$ cat config.mk
export PLATFORM = sky130hd
export DESIGN_NAME = mci_lite_top
export DESIGN_NICKNAME = d
export VERILOG_FILES = /design/src/source/mci_lite_pkg.sv /design/src/source/mci_csr.sv /design/src/source/mci_wdt.sv /design/src/source/mci_err_agg.sv /design/src/source/mci_irq_out.sv /design/src/source/mci_lite_top.sv
export VERILOG_INCLUDE_DIRS = /design/src /design/src/source
export SDC_FILE = /design/constraint.sdc
export NUM_CORES = 1
export LEC_CHECK = 0
export BUFFER_PORTS_ARGS = -buffer_cell sky130_fd_sc_hd__buf_4
export CAP_MARGIN = 5
export CORE_MARGIN = 3
export CORE_UTILIZATION = 45
export CTS_CLUSTER_SIZE = 14
export DETAILED_ROUTE_END_ITERATION = 12
export PLACE_DENSITY_LB_ADDON = 0.05
export REMOVE_ABC_BUFFERS = 1
export SYNTH_ARGS = -nofsm -noshare
export SYNTH_HDL_FRONTEND = slang
export SYNTH_SLANG_ARGS = --single-unit
export TNS_END_PERCENT = 1
$ cat constraint.sdc
create_clock -name clk -period 2.08 [get_ports clk]
set_input_delay 0.208 -clock clk [delete_from_list [all_inputs] [get_ports clk]]
set_output_delay 0.208 -clock clk [all_outputs]
set_load 0.02 [all_outputs]
$ cat src/source/mci_lite_macros.svh
`ifndef MCI_LITE_MACROS_SVH
`define MCI_LITE_MACROS_SVH

// Register port widths
`define MCI_DATA_W 32
`define MCI_ADDR_W 6

// Each aggregated error vector
`define MCI_ERR_W 32

// Watchdog period, two data words
`define MCI_WDT_PERIOD_W 64

// Register word addresses
`define MCI_A_T1_EN          6'd0
`define MCI_A_T1_CTRL        6'd1
`define MCI_A_T1_PERIOD_LO   6'd2
`define MCI_A_T1_PERIOD_HI   6'd3
`define MCI_A_T2_EN          6'd4
`define MCI_A_T2_CTRL        6'd5
`define MCI_A_T2_PERIOD_LO   6'd6
`define MCI_A_T2_PERIOD_HI   6'd7
`define MCI_A_WDT_STATUS     6'd8
`define MCI_A_ERR_FATAL      6'd9
`define MCI_A_ERR_NON_FATAL  6'd10
`define MCI_A_FATAL_MASK     6'd11
`define MCI_A_NON_FATAL_MASK 6'd12
`define MCI_A_INTR_EN        6'd13

`endif

$ cat src/source/mci_lite_pkg.sv
`include "mci_lite_macros.svh"

package mci_lite_pkg;

    // Register access from the host side
    typedef struct packed {
        logic                   wr;
        logic                   rd;
        logic [`MCI_ADDR_W-1:0] addr;
        logic [`MCI_DATA_W-1:0] wdata;
    } mci_reg_req_t;

    ////////////////////////////////////////
    // Watchdog
    ////////////////////////////////////////

    typedef struct packed {
        logic                         t1_en;
        logic                         t2_en;
        logic                         t1_restart;
        logic                         t2_restart;
        logic [`MCI_WDT_PERIOD_W-1:0] t1_period;
        logic [`MCI_WDT_PERIOD_W-1:0] t2_period;
    } wdt_cfg_t;

    typedef struct packed {
        logic t1_timeout;
        logic t2_timeout;
        logic t1_timeout_p;
        logic t2_timeout_p;
    } wdt_status_t;

    // One-cycle pulses from status writes
    typedef struct packed {
        logic t1_serviced;
        logic t2_serviced;
    } wdt_service_t;

    ////////////////////////////////////////
    // Errors and interrupts
    ////////////////////////////////////////

    typedef struct packed {
        logic [`MCI_ERR_W-1:0] fatal;
        logic [`MCI_ERR_W-1:0] non_fatal;
    } err_status_t;

    typedef struct packed {
        logic [`MCI_ERR_W-1:0] fatal_clr;
        logic [`MCI_ERR_W-1:0] non_fatal_clr;
    } err_clr_t;

    // intr_en bit 0 is timer1 timeout, bit 1 timer2 timeout
    typedef struct packed {
        logic [`MCI_ERR_W-1:0] fatal_mask;
        logic [`MCI_ERR_W-1:0] non_fatal_mask;
        logic [1:0]            intr_en;
    } irq_cfg_t;

endpackage

$ cat src/source/mci_csr.sv
`timescale 1ns/1ns
`include "mci_lite_macros.svh"

module mci_csr (
    input  logic                       clk,
    input  logic                       rst_n_i,
    input  mci_lite_pkg::mci_reg_req_t reg_req_i,
    input  mci_lite_pkg::wdt_status_t  wdt_status_i,
    input  mci_lite_pkg::err_status_t  err_status_i,
    output logic [`MCI_DATA_W-1:0]     reg_rdata_o,
    output mci_lite_pkg::wdt_cfg_t     wdt_cfg_o,
    output mci_lite_pkg::wdt_service_t wdt_service_o,
    output mci_lite_pkg::err_clr_t     err_clr_o,
    output mci_lite_pkg::irq_cfg_t     irq_cfg_o
);

    logic                   wr_en;
    logic                   rd_en;
    logic [`MCI_ADDR_W-1:0] addr;
    logic [`MCI_DATA_W-1:0] wdata;
    logic [`MCI_DATA_W-1:0] rdata_nxt;

    assign wr_en = reg_req_i.wr;
    assign rd_en = reg_req_i.rd;
    assign addr  = reg_req_i.addr;
    assign wdata = reg_req_i.wdata;

    ////////////////////////////////////////
    // Write side
    ////////////////////////////////////////

    always_ff @(posedge clk) begin
        if (!rst_n_i) begin
            wdt_cfg_o     <= '0;
            wdt_service_o <= '0;
            err_clr_o     <= '0;
            irq_cfg_o     <= '0;
        end else begin
            // Pulses drop back after one cycle
            wdt_cfg_o.t1_restart <= 1'b0;
            wdt_cfg_o.t2_restart <= 1'b0;
            wdt_service_o        <= '0;
            err_clr_o            <= '0;
            if (wr_en) begin
                case (addr)
                    `MCI_A_T1_EN: wdt_cfg_o.t1_en <= wdata[0];
                    `MCI_A_T1_CTRL: wdt_cfg_o.t1_restart <= wdata[0];
                    `MCI_A_T1_PERIOD_LO: begin
                        wdt_cfg_o.t1_period[`MCI_DATA_W-1:0] <= wdata;
                    end
                    `MCI_A_T1_PERIOD_HI: begin
                        wdt_cfg_o.t1_period[`MCI_WDT_PERIOD_W-1:`MCI_DATA_W] <= wdata;
                    end
                    `MCI_A_T2_EN: wdt_cfg_o.t2_en <= wdata[0];
                    `MCI_A_T2_CTRL: wdt_cfg_o.t2_restart <= wdata[0];
                    `MCI_A_T2_PERIOD_LO: begin
                        wdt_cfg_o.t2_period[`MCI_DATA_W-1:0] <= wdata;
                    end
                    `MCI_A_T2_PERIOD_HI: begin
                        wdt_cfg_o.t2_period[`MCI_WDT_PERIOD_W-1:`MCI_DATA_W] <= wdata;
                    end
                    // W1C of the timeout flags services the timers
                    `MCI_A_WDT_STATUS: begin
                        wdt_service_o.t1_serviced <= wdata[0];
                        wdt_service_o.t2_serviced <= wdata[1];
                    end
                    `MCI_A_ERR_FATAL: err_clr_o.fatal_clr <= wdata;
                    `MCI_A_ERR_NON_FATAL: err_clr_o.non_fatal_clr <= wdata;
                    `MCI_A_FATAL_MASK: irq_cfg_o.fatal_mask <= wdata;
                    `MCI_A_NON_FATAL_MASK: irq_cfg_o.non_fatal_mask <= wdata;
                    `MCI_A_INTR_EN: irq_cfg_o.intr_en <= wdata[1:0];
                    default: ;
                endcase
            end
        end
    end

    ////////////////////////////////////////
    // Read side
    ////////////////////////////////////////

    // CTRL and unmapped words fall to zero
    always_comb begin
        rdata_nxt = '0;
        case (addr)
            `MCI_A_T1_EN: rdata_nxt[0] = wdt_cfg_o.t1_en;
            `MCI_A_T1_PERIOD_LO: rdata_nxt = wdt_cfg_o.t1_period[`MCI_DATA_W-1:0];
            `MCI_A_T1_PERIOD_HI: begin
                rdata_nxt = wdt_cfg_o.t1_period[`MCI_WDT_PERIOD_W-1:`MCI_DATA_W];
            end
            `MCI_A_T2_EN: rdata_nxt[0] = wdt_cfg_o.t2_en;
            `MCI_A_T2_PERIOD_LO: rdata_nxt = wdt_cfg_o.t2_period[`MCI_DATA_W-1:0];
            `MCI_A_T2_PERIOD_HI: begin
                rdata_nxt = wdt_cfg_o.t2_period[`MCI_WDT_PERIOD_W-1:`MCI_DATA_W];
            end
            `MCI_A_WDT_STATUS: begin
                rdata_nxt[1:0] = {wdt_status_i.t2_timeout, wdt_status_i.t1_timeout};
            end
            `MCI_A_ERR_FATAL: rdata_nxt = err_status_i.fatal;
            `MCI_A_ERR_NON_FATAL: rdata_nxt = err_status_i.non_fatal;
            `MCI_A_FATAL_MASK: rdata_nxt = irq_cfg_o.fatal_mask;
            `MCI_A_NON_FATAL_MASK: rdata_nxt = irq_cfg_o.non_fatal_mask;
            `MCI_A_INTR_EN: rdata_nxt[1:0] = irq_cfg_o.intr_en;
            default: rdata_nxt = '0;
        endcase
    end

    // Read data holds until the next read
    always_ff @(posedge clk) begin
        if (!rst_n_i) begin
            reg_rdata_o <= '0;
        end else if (rd_en) begin
            reg_rdata_o <= rdata_nxt;
        end
    end

    // Host never issues a read and a write together
    a_no_wr_rd: assert property (@(posedge clk) disable iff (!rst_n_i)
        !(reg_req_i.wr && reg_req_i.rd));

endmodule

$ cat src/source/mci_wdt.sv
`timescale 1ns/1ns
`include "mci_lite_macros.svh"

module mci_wdt (
    input  logic                       clk,
    input  logic                       rst_n_i,
    input  mci_lite_pkg::wdt_cfg_t     wdt_cfg_i,
    input  mci_lite_pkg::wdt_service_t wdt_service_i,
    output mci_lite_pkg::wdt_status_t  wdt_status_o,
    output logic                       nmi_intr_o
);

    logic [`MCI_WDT_PERIOD_W-1:0] t1_cnt;
    logic [`MCI_WDT_PERIOD_W-1:0] t2_cnt;
    logic                         cascade;
    logic                         t1_clr;
    logic                         t1_hit;
    logic                         t2_run;
    logic                         t2_clr;
    logic                         t2_hit;

    // Timer2 disabled with timer1 enabled
    assign cascade = wdt_cfg_i.t1_en & ~wdt_cfg_i.t2_en;

    assign t1_clr = ~wdt_cfg_i.t1_en | wdt_cfg_i.t1_restart | wdt_service_i.t1_serviced;
    assign t1_hit = ~t1_clr & ~wdt_status_o.t1_timeout & (t1_cnt == wdt_cfg_i.t1_period);

    // Own enable, or behind an expired timer1
    assign t2_run = wdt_cfg_i.t2_en | (cascade & wdt_status_o.t1_timeout);
    assign t2_clr = wdt_cfg_i.t2_restart | wdt_service_i.t2_serviced |
                    (cascade ? wdt_service_i.t1_serviced : ~wdt_cfg_i.t2_en);
    assign t2_hit = t2_run & ~t2_clr & ~wdt_status_o.t2_timeout &
                    (t2_cnt == wdt_cfg_i.t2_period);

    ////////////////////////////////////////
    // Counters and flags
    ////////////////////////////////////////

    always_ff @(posedge clk) begin
        if (!rst_n_i) begin
            t1_cnt       <= '0;
            t2_cnt       <= '0;
            wdt_status_o <= '0;
            nmi_intr_o   <= 1'b0;
        end else begin
            // Counter parks at the period once it gets there
            if (t1_clr) begin
                t1_cnt <= '0;
            end else if (!wdt_status_o.t1_timeout && t1_cnt != wdt_cfg_i.t1_period) begin
                t1_cnt <= t1_cnt + 1'b1;
            end

            if (t2_clr) begin
                t2_cnt <= '0;
            end else if (t2_run && !wdt_status_o.t2_timeout &&
                         t2_cnt != wdt_cfg_i.t2_period) begin
                t2_cnt <= t2_cnt + 1'b1;
            end

            if (wdt_service_i.t1_serviced) begin
                wdt_status_o.t1_timeout <= 1'b0;
            end else if (t1_hit) begin
                wdt_status_o.t1_timeout <= 1'b1;
            end

            if (wdt_service_i.t2_serviced) begin
                wdt_status_o.t2_timeout <= 1'b0;
            end else if (t2_hit) begin
                wdt_status_o.t2_timeout <= 1'b1;
            end

            // Pulses line up with the rising flags
            wdt_status_o.t1_timeout_p <= t1_hit;
            wdt_status_o.t2_timeout_p <= t2_hit;

            // Sticky until reset
            if (t2_hit && cascade) begin
                nmi_intr_o <= 1'b1;
            end
        end
    end

    a_t2_waits_t1: assert property (@(posedge clk) disable iff (!rst_n_i)
        (cascade && !wdt_status_o.t1_timeout) |=> (t2_cnt == '0 || t2_cnt == $past(t2_cnt)));

    a_nmi_sticky: assert property (@(posedge clk)
        (nmi_intr_o && rst_n_i) |=> nmi_intr_o);

endmodule

$ cat src/source/mci_err_agg.sv
`timescale 1ns/1ns
`include "mci_lite_macros.svh"

module mci_err_agg (
    input  logic                      clk,
    input  logic                      rst_n_i,
    input  logic [`MCI_ERR_W-1:0]     agg_error_fatal_i,
    input  logic [`MCI_ERR_W-1:0]     agg_error_non_fatal_i,
    input  mci_lite_pkg::err_clr_t    err_clr_i,
    output mci_lite_pkg::err_status_t err_status_o
);

    logic [`MCI_ERR_W-1:0] fatal_nxt;
    logic [`MCI_ERR_W-1:0] non_fatal_nxt;

    ////////////////////////////////////////
    // Sticky status
    ////////////////////////////////////////

    // A new error in the clear cycle keeps its bit set
    assign fatal_nxt     = (err_status_o.fatal & ~err_clr_i.fatal_clr) | agg_error_fatal_i;
    assign non_fatal_nxt = (err_status_o.non_fatal & ~err_clr_i.non_fatal_clr) |
                           agg_error_non_fatal_i;

    always_ff @(posedge clk) begin
        if (!rst_n_i) begin
            err_status_o <= '0;
        end else begin
            err_status_o.fatal     <= fatal_nxt;
            err_status_o.non_fatal <= non_fatal_nxt;
        end
    end

    // Status and clear share bit order, so one vector check covers both
    a_fall_on_clear: assert property (@(posedge clk)
        rst_n_i |=> ((~err_status_o & $past(err_status_o) & ~$past(err_clr_i)) == '0));

endmodule

$ cat src/source/mci_irq_out.sv
`timescale 1ns/1ns

module mci_irq_out (
    input  logic                      clk,
    input  logic                      rst_n_i,
    input  mci_lite_pkg::err_status_t err_status_i,
    input  mci_lite_pkg::wdt_status_t wdt_status_i,
    input  mci_lite_pkg::irq_cfg_t    irq_cfg_i,
    output logic                      all_error_fatal_o,
    output logic                      all_error_non_fatal_o,
    output logic                      mci_intr_o
);

    logic       fatal_any;
    logic       non_fatal_any;
    logic [1:0] timeout_vec;

    // Mask bit set hides the error
    assign fatal_any     = |(err_status_i.fatal & ~irq_cfg_i.fatal_mask);
    assign non_fatal_any = |(err_status_i.non_fatal & ~irq_cfg_i.non_fatal_mask);
    assign timeout_vec   = {wdt_status_i.t2_timeout, wdt_status_i.t1_timeout};

    always_ff @(posedge clk) begin
        if (!rst_n_i) begin
            all_error_fatal_o     <= 1'b0;
            all_error_non_fatal_o <= 1'b0;
            mci_intr_o            <= 1'b0;
        end else begin
            all_error_fatal_o     <= fatal_any;
            all_error_non_fatal_o <= non_fatal_any;
            mci_intr_o            <= |(timeout_vec & irq_cfg_i.intr_en);
        end
    end

    // Enabled timeout pulse from the watchdog reaches the interrupt next cycle
    a_timeout_intr: assert property (@(posedge clk) disable iff (!rst_n_i)
        ((wdt_status_i.t1_timeout_p && irq_cfg_i.intr_en[0]) ||
         (wdt_status_i.t2_timeout_p && irq_cfg_i.intr_en[1])) |=> mci_intr_o);

endmodule

$ cat src/source/mci_lite_top.sv
`timescale 1ns/1ns
`include "mci_lite_macros.svh"

module mci_lite_top (
    input  logic                       clk,
    input  logic                       rst_n_i,
    input  mci_lite_pkg::mci_reg_req_t reg_req_i,
    output logic [`MCI_DATA_W-1:0]     reg_rdata_o,
    input  logic [`MCI_ERR_W-1:0]      agg_error_fatal_i,
    input  logic [`MCI_ERR_W-1:0]      agg_error_non_fatal_i,
    output logic                       all_error_fatal_o,
    output logic                       all_error_non_fatal_o,
    output logic                       mci_intr_o,
    output logic                       nmi_intr_o
);

    mci_lite_pkg::wdt_cfg_t     wdt_cfg;
    mci_lite_pkg::wdt_service_t wdt_service;
    mci_lite_pkg::wdt_status_t  wdt_status;
    mci_lite_pkg::err_clr_t     err_clr;
    mci_lite_pkg::err_status_t  err_status;
    mci_lite_pkg::irq_cfg_t     irq_cfg;

    // Register bank
    mci_csr i_mci_csr (
        .clk           (clk),
        .rst_n_i       (rst_n_i),
        .reg_req_i     (reg_req_i),
        .wdt_status_i  (wdt_status),
        .err_status_i  (err_status),
        .reg_rdata_o   (reg_rdata_o),
        .wdt_cfg_o     (wdt_cfg),
        .wdt_service_o (wdt_service),
        .err_clr_o     (err_clr),
        .irq_cfg_o     (irq_cfg)
    );

    // Watchdog, drives the NMI directly
    mci_wdt i_mci_wdt (
        .clk           (clk),
        .rst_n_i       (rst_n_i),
        .wdt_cfg_i     (wdt_cfg),
        .wdt_service_i (wdt_service),
        .wdt_status_o  (wdt_status),
        .nmi_intr_o    (nmi_intr_o)
    );

    mci_err_agg i_mci_err_agg (
        .clk                   (clk),
        .rst_n_i               (rst_n_i),
        .agg_error_fatal_i     (agg_error_fatal_i),
        .agg_error_non_fatal_i (agg_error_non_fatal_i),
        .err_clr_i             (err_clr),
        .err_status_o          (err_status)
    );

    mci_irq_out i_mci_irq_out (
        .clk                   (clk),
        .rst_n_i               (rst_n_i),
        .err_status_i          (err_status),
        .wdt_status_i          (wdt_status),
        .irq_cfg_i             (irq_cfg),
        .all_error_fatal_o     (all_error_fatal_o),
        .all_error_non_fatal_o (all_error_non_fatal_o),
        .mci_intr_o            (mci_intr_o)
    );

endmodule

==> metrics.txt <==
layout cell share with drive strength beyond 1 20.6%; crit-path cells xor2_1, nor4_2, buf_4, nand4_1, nor4_4, buf_12, buf_12, nor4_1, o21a_1; xor/xnor share of the synthesized area 5.01%; share of the synthesized area in the top cell type 44.2%; TritonCTS clock tree built; DRC 0; Area after DPL 26700 um2; RR Endpoint i_mci_wdt.t2_cnt[59]$_SDFFE_PP0P_; Combinational Power Share 7.0%; Yosys Warn Count 0; largest family of logic cells by synthesized area simple AND/OR/NAND/NOR gates; Sink Count 494; 1st-pass router iterations 9; setup slack after layout -0.229 ns; vias in the first global route 21900; PwrDens 723 nW/um2; RSZ-0062 raised after global routing yes; htree depth 2; critical path capture point type register; Mapped Area 22400 um2; Slew @ Worst Pin 0.974 ns; post-route cell area 29800 um2; Internal 16.4 mW; Main synth FF type dfxtp_1; Worst path slowest cell nor4_2; io pins 142; Lkg Pwr 11.0 nW; Nets 3359; Worst Hold Depth 4; Setup crit start kind register; row count 81; Pwr Total 21.5 mW; final slew viol count 0; post-synthesis sequential area ratio 44.2%; gr usage total 34.9%; cells on worst reg2reg path 9; sw frac 23.9%; die width 229 um; crit path DAT 2.81 ns; sequential share of power 45.1%; post-synthesis area per instance 8.02 um2; synth cell count leaders dfxtp_1, nand2_1, a21oi_1, clkbuf_1, inv_1; Bufs on Longest Clock Path 3; Worst EP required 2.58 ns; CP most frequent cell buf_12; max cap viols 0; Yosys top cell by area dfxtp_1; failing checks negative setup slack; max_slew headroom 35.0%; Post-Synth Simple-Gate Area 25.1%; Post-DRT Antenna Nets 0; initial antenna violation count 4; Num CTS Buffers 53; vias post-DR 23400; clk_lat worst skew 0.62 ns; Vias/cell 5.92; fillcell total 4432; Max Clock Freq 433 MHz; die area 52400 um2; ys async rst share 0%; Root Buffer clkbuf_16; Hold WS 0.0484 ns; CP Max Fanout 23; largest net degree at the start of global routing 178; most frequent cell after synthesis dfxtp_1; Worst R2R Setup Slack -0.23 ns; Sw Pwr 5.15 mW; Yosys cell types 57; Fin Clk Skew 0.0178 ns; status complete, but fails checks; WHS Endpoint i_mci_csr.reg_rdata_o[0]$_SDFFE_PN0P_; worst IR drop on VDD 0.744 mV; period utilisation layout 111%; first-pass GRT wire length 140 mm; global placer's final weighted congestion 0.970; initial core utilization 45.6%; Tmin final 2.31 ns; Top delay family on crit path simple AND/OR/NAND/NOR gates; worst r2r src i_mci_wdt.t2_cnt[14]$_SDFFE_PP0P_; PortBufs 141; Clock power frac 47.9%; Placement Setup Slack -0.557 ns; Buf/Inv on CP 3; Die Ht 229 um; Area growth, synth to finish 33.0%; synthesis-stage register bit count 494; post-synthesis compound-gate area fraction 18.7%; routed length per instance 23.7 um; core area 49100 um2; Iter 0 DRT Violations 2976; Hold WC Path Type in2reg; EDFF count, synth 0; synth top area cells dfxtp_1, a21oi_1, nand2_1; GRT Residual Overflow 0; final setup vio count 111; multiplexer share of the synthesized area 1.05%; CTS clk-pin slew, worst paths 0.06 ns; Total Wirelength 93.8 mm; dpl hpwl 67.0 mm; Worst path max stage delay 0.40 ns; Mapped Cells 2790; Setup CP Type reg2reg; min-delay src reg_req_i[37]; Synth Area in Adders 0.112%; Final Hold Vio Count 0
worst reg2reg max path, cell delays in order (launching register included):
cell     delay (ns)
dfxtp_4        0.37
xor2_1         0.17
nor4_2         0.40
buf_4          0.18
nand4_1        0.12
nor4_4         0.36
buf_12         0.20
buf_12         0.17
nor4_1         0.07
o21a_1         0.17
worst max path at each step:
stage | from | endpoint | slack (ns) | cells past startpoint
finish | i_mci_wdt.t2_cnt[14]$_SDFFE_PP0P_ | i_mci_wdt.t2_cnt[59]$_SDFFE_PP0P_ | -0.23 | 9
global route | i_mci_wdt.t2_cnt[14]$_SDFFE_PP0P_ | i_mci_wdt.t2_cnt[62]$_SDFFE_PP0P_ | -0.31 | 9
CTS | i_mci_wdt.t2_cnt[14]$_SDFFE_PP0P_ | i_mci_wdt.t2_cnt[59]$_SDFFE_PP0P_ | -0.20 | 9
detailed placement | i_mci_wdt.t2_cnt[53]$_SDFFE_PP0P_ | i_mci_wdt.t2_cnt[59]$_SDFFE_PP0P_ | -0.56 | 9
global placement | i_mci_wdt.t2_cnt[53]$_SDFFE_PP0P_ | i_mci_wdt.t2_cnt[59]$_SDFFE_PP0P_ | -0.51 | 9
floorplan | rst_n_i | i_mci_wdt.t2_cnt[1]$_SDFFE_PP0P_ | -4.31 | 4
layout by cell type, fill, tap and decap left out, types with 60 or more instances in the layout:
| cell | Yosys | routed |
|---|---|---|
| nor2_1 | 108 | 103 |
| or4_1 | 72 | 69 |
| a21oi_1 | 402 | 402 |
| nand2_1 | 481 | 480 |
| nand4_1 | 95 | 95 |
| xor2_1 | 64 | 64 |
| dfxtp_1 | 494 | 477 |
| xnor2_1 | 64 | 60 |
| and2_1 | 77 | 78 |
| buf_4 | 2 | 464 |
| dlygate4sd3_1 | 0 | 101 |
| o21ai_0 | 74 | 64 |
| inv_1 | 137 | 136 |
cells by family after synthesis:
kind of cell,count (synthesis)
and+or+nand+nor,1114
AOI/OAI and AO/OA,698
DFF,494
buffers and inverters,332
xor gates and xnor gates,128
muxes,22
adders and majority gates,2
power by group through the flow:
stage	clock network (mW)	registers [mW]	logic (mW)
floorplan	0	9.85	0.484
global placement	0	9.91	1.29
detailed placement	0	9.91	1.30
CTS	10.4	9.70	1.47
global route	10.8	9.71	1.59
finish	10.3	9.71	1.50
state kept, by name, summed over array words and instances, names as in the netlist, 2 cells and up:
| signal | cells |
|---|---|
| i_mci_csr.reg_rdata_o | 32 |
| i_mci_csr.err_clr_o | 64 |
| i_mci_wdt.t1_cnt | 64 |
| i_mci_csr.irq_cfg_o | 66 |
| i_mci_wdt.t2_cnt | 64 |
| i_mci_csr.wdt_service_o | 2 |
| i_mci_err_agg.err_status_o | 64 |
| i_mci_wdt.wdt_status_o | 2 |
| i_mci_csr.wdt_cfg_o | 132 |
per-stage QoR:
step	cells	setup TNS, ns	util (%)
floorplan	2595	-1309.20	-
global placement	3759	-40.37	54.4
detailed placement	3759	-43.54	54.4
CTS	3959	-9.51	60.5
global route	3959	-23.54	60.7
finish	3960	-12.68	60.7
layout make-up:
| type | instances | area (um2) | area share (%) |
|---|---|---|---|
| antenna | 1 | 2.50 | 0.00841 |
| clock buffer | 80 | 1640 | 5.51 |
| clock inverter | 19 | 254 | 0.853 |
| inverter | 137 | 522 | 1.75 |
| multi-input combinational | 1964 | 11400 | 38.3 |
| sequential | 494 | 9910 | 33.3 |
| tap | 664 | 831 | 2.79 |
| timing repair buffer | 601 | 5220 | 17.5 |
metal layers:
metal / GRT usage, % / share of wire, %
met3: 6.21 / 10
met1: 49.6 / 43
met5: 0 / 0.044
met4: 13.1 / 4.0
met2: 53.1 / 43
what timing repair did:
action                     CTS  global route
setup endpoints to repair  127           129
buffers inserted             0             0
hold buffers               101             0
pin swaps                    4            19
hold endpoints to repair   329             0
gates cloned                 0             0
gates resized for setup     30            31
Power figures use the tool's default switching activity.
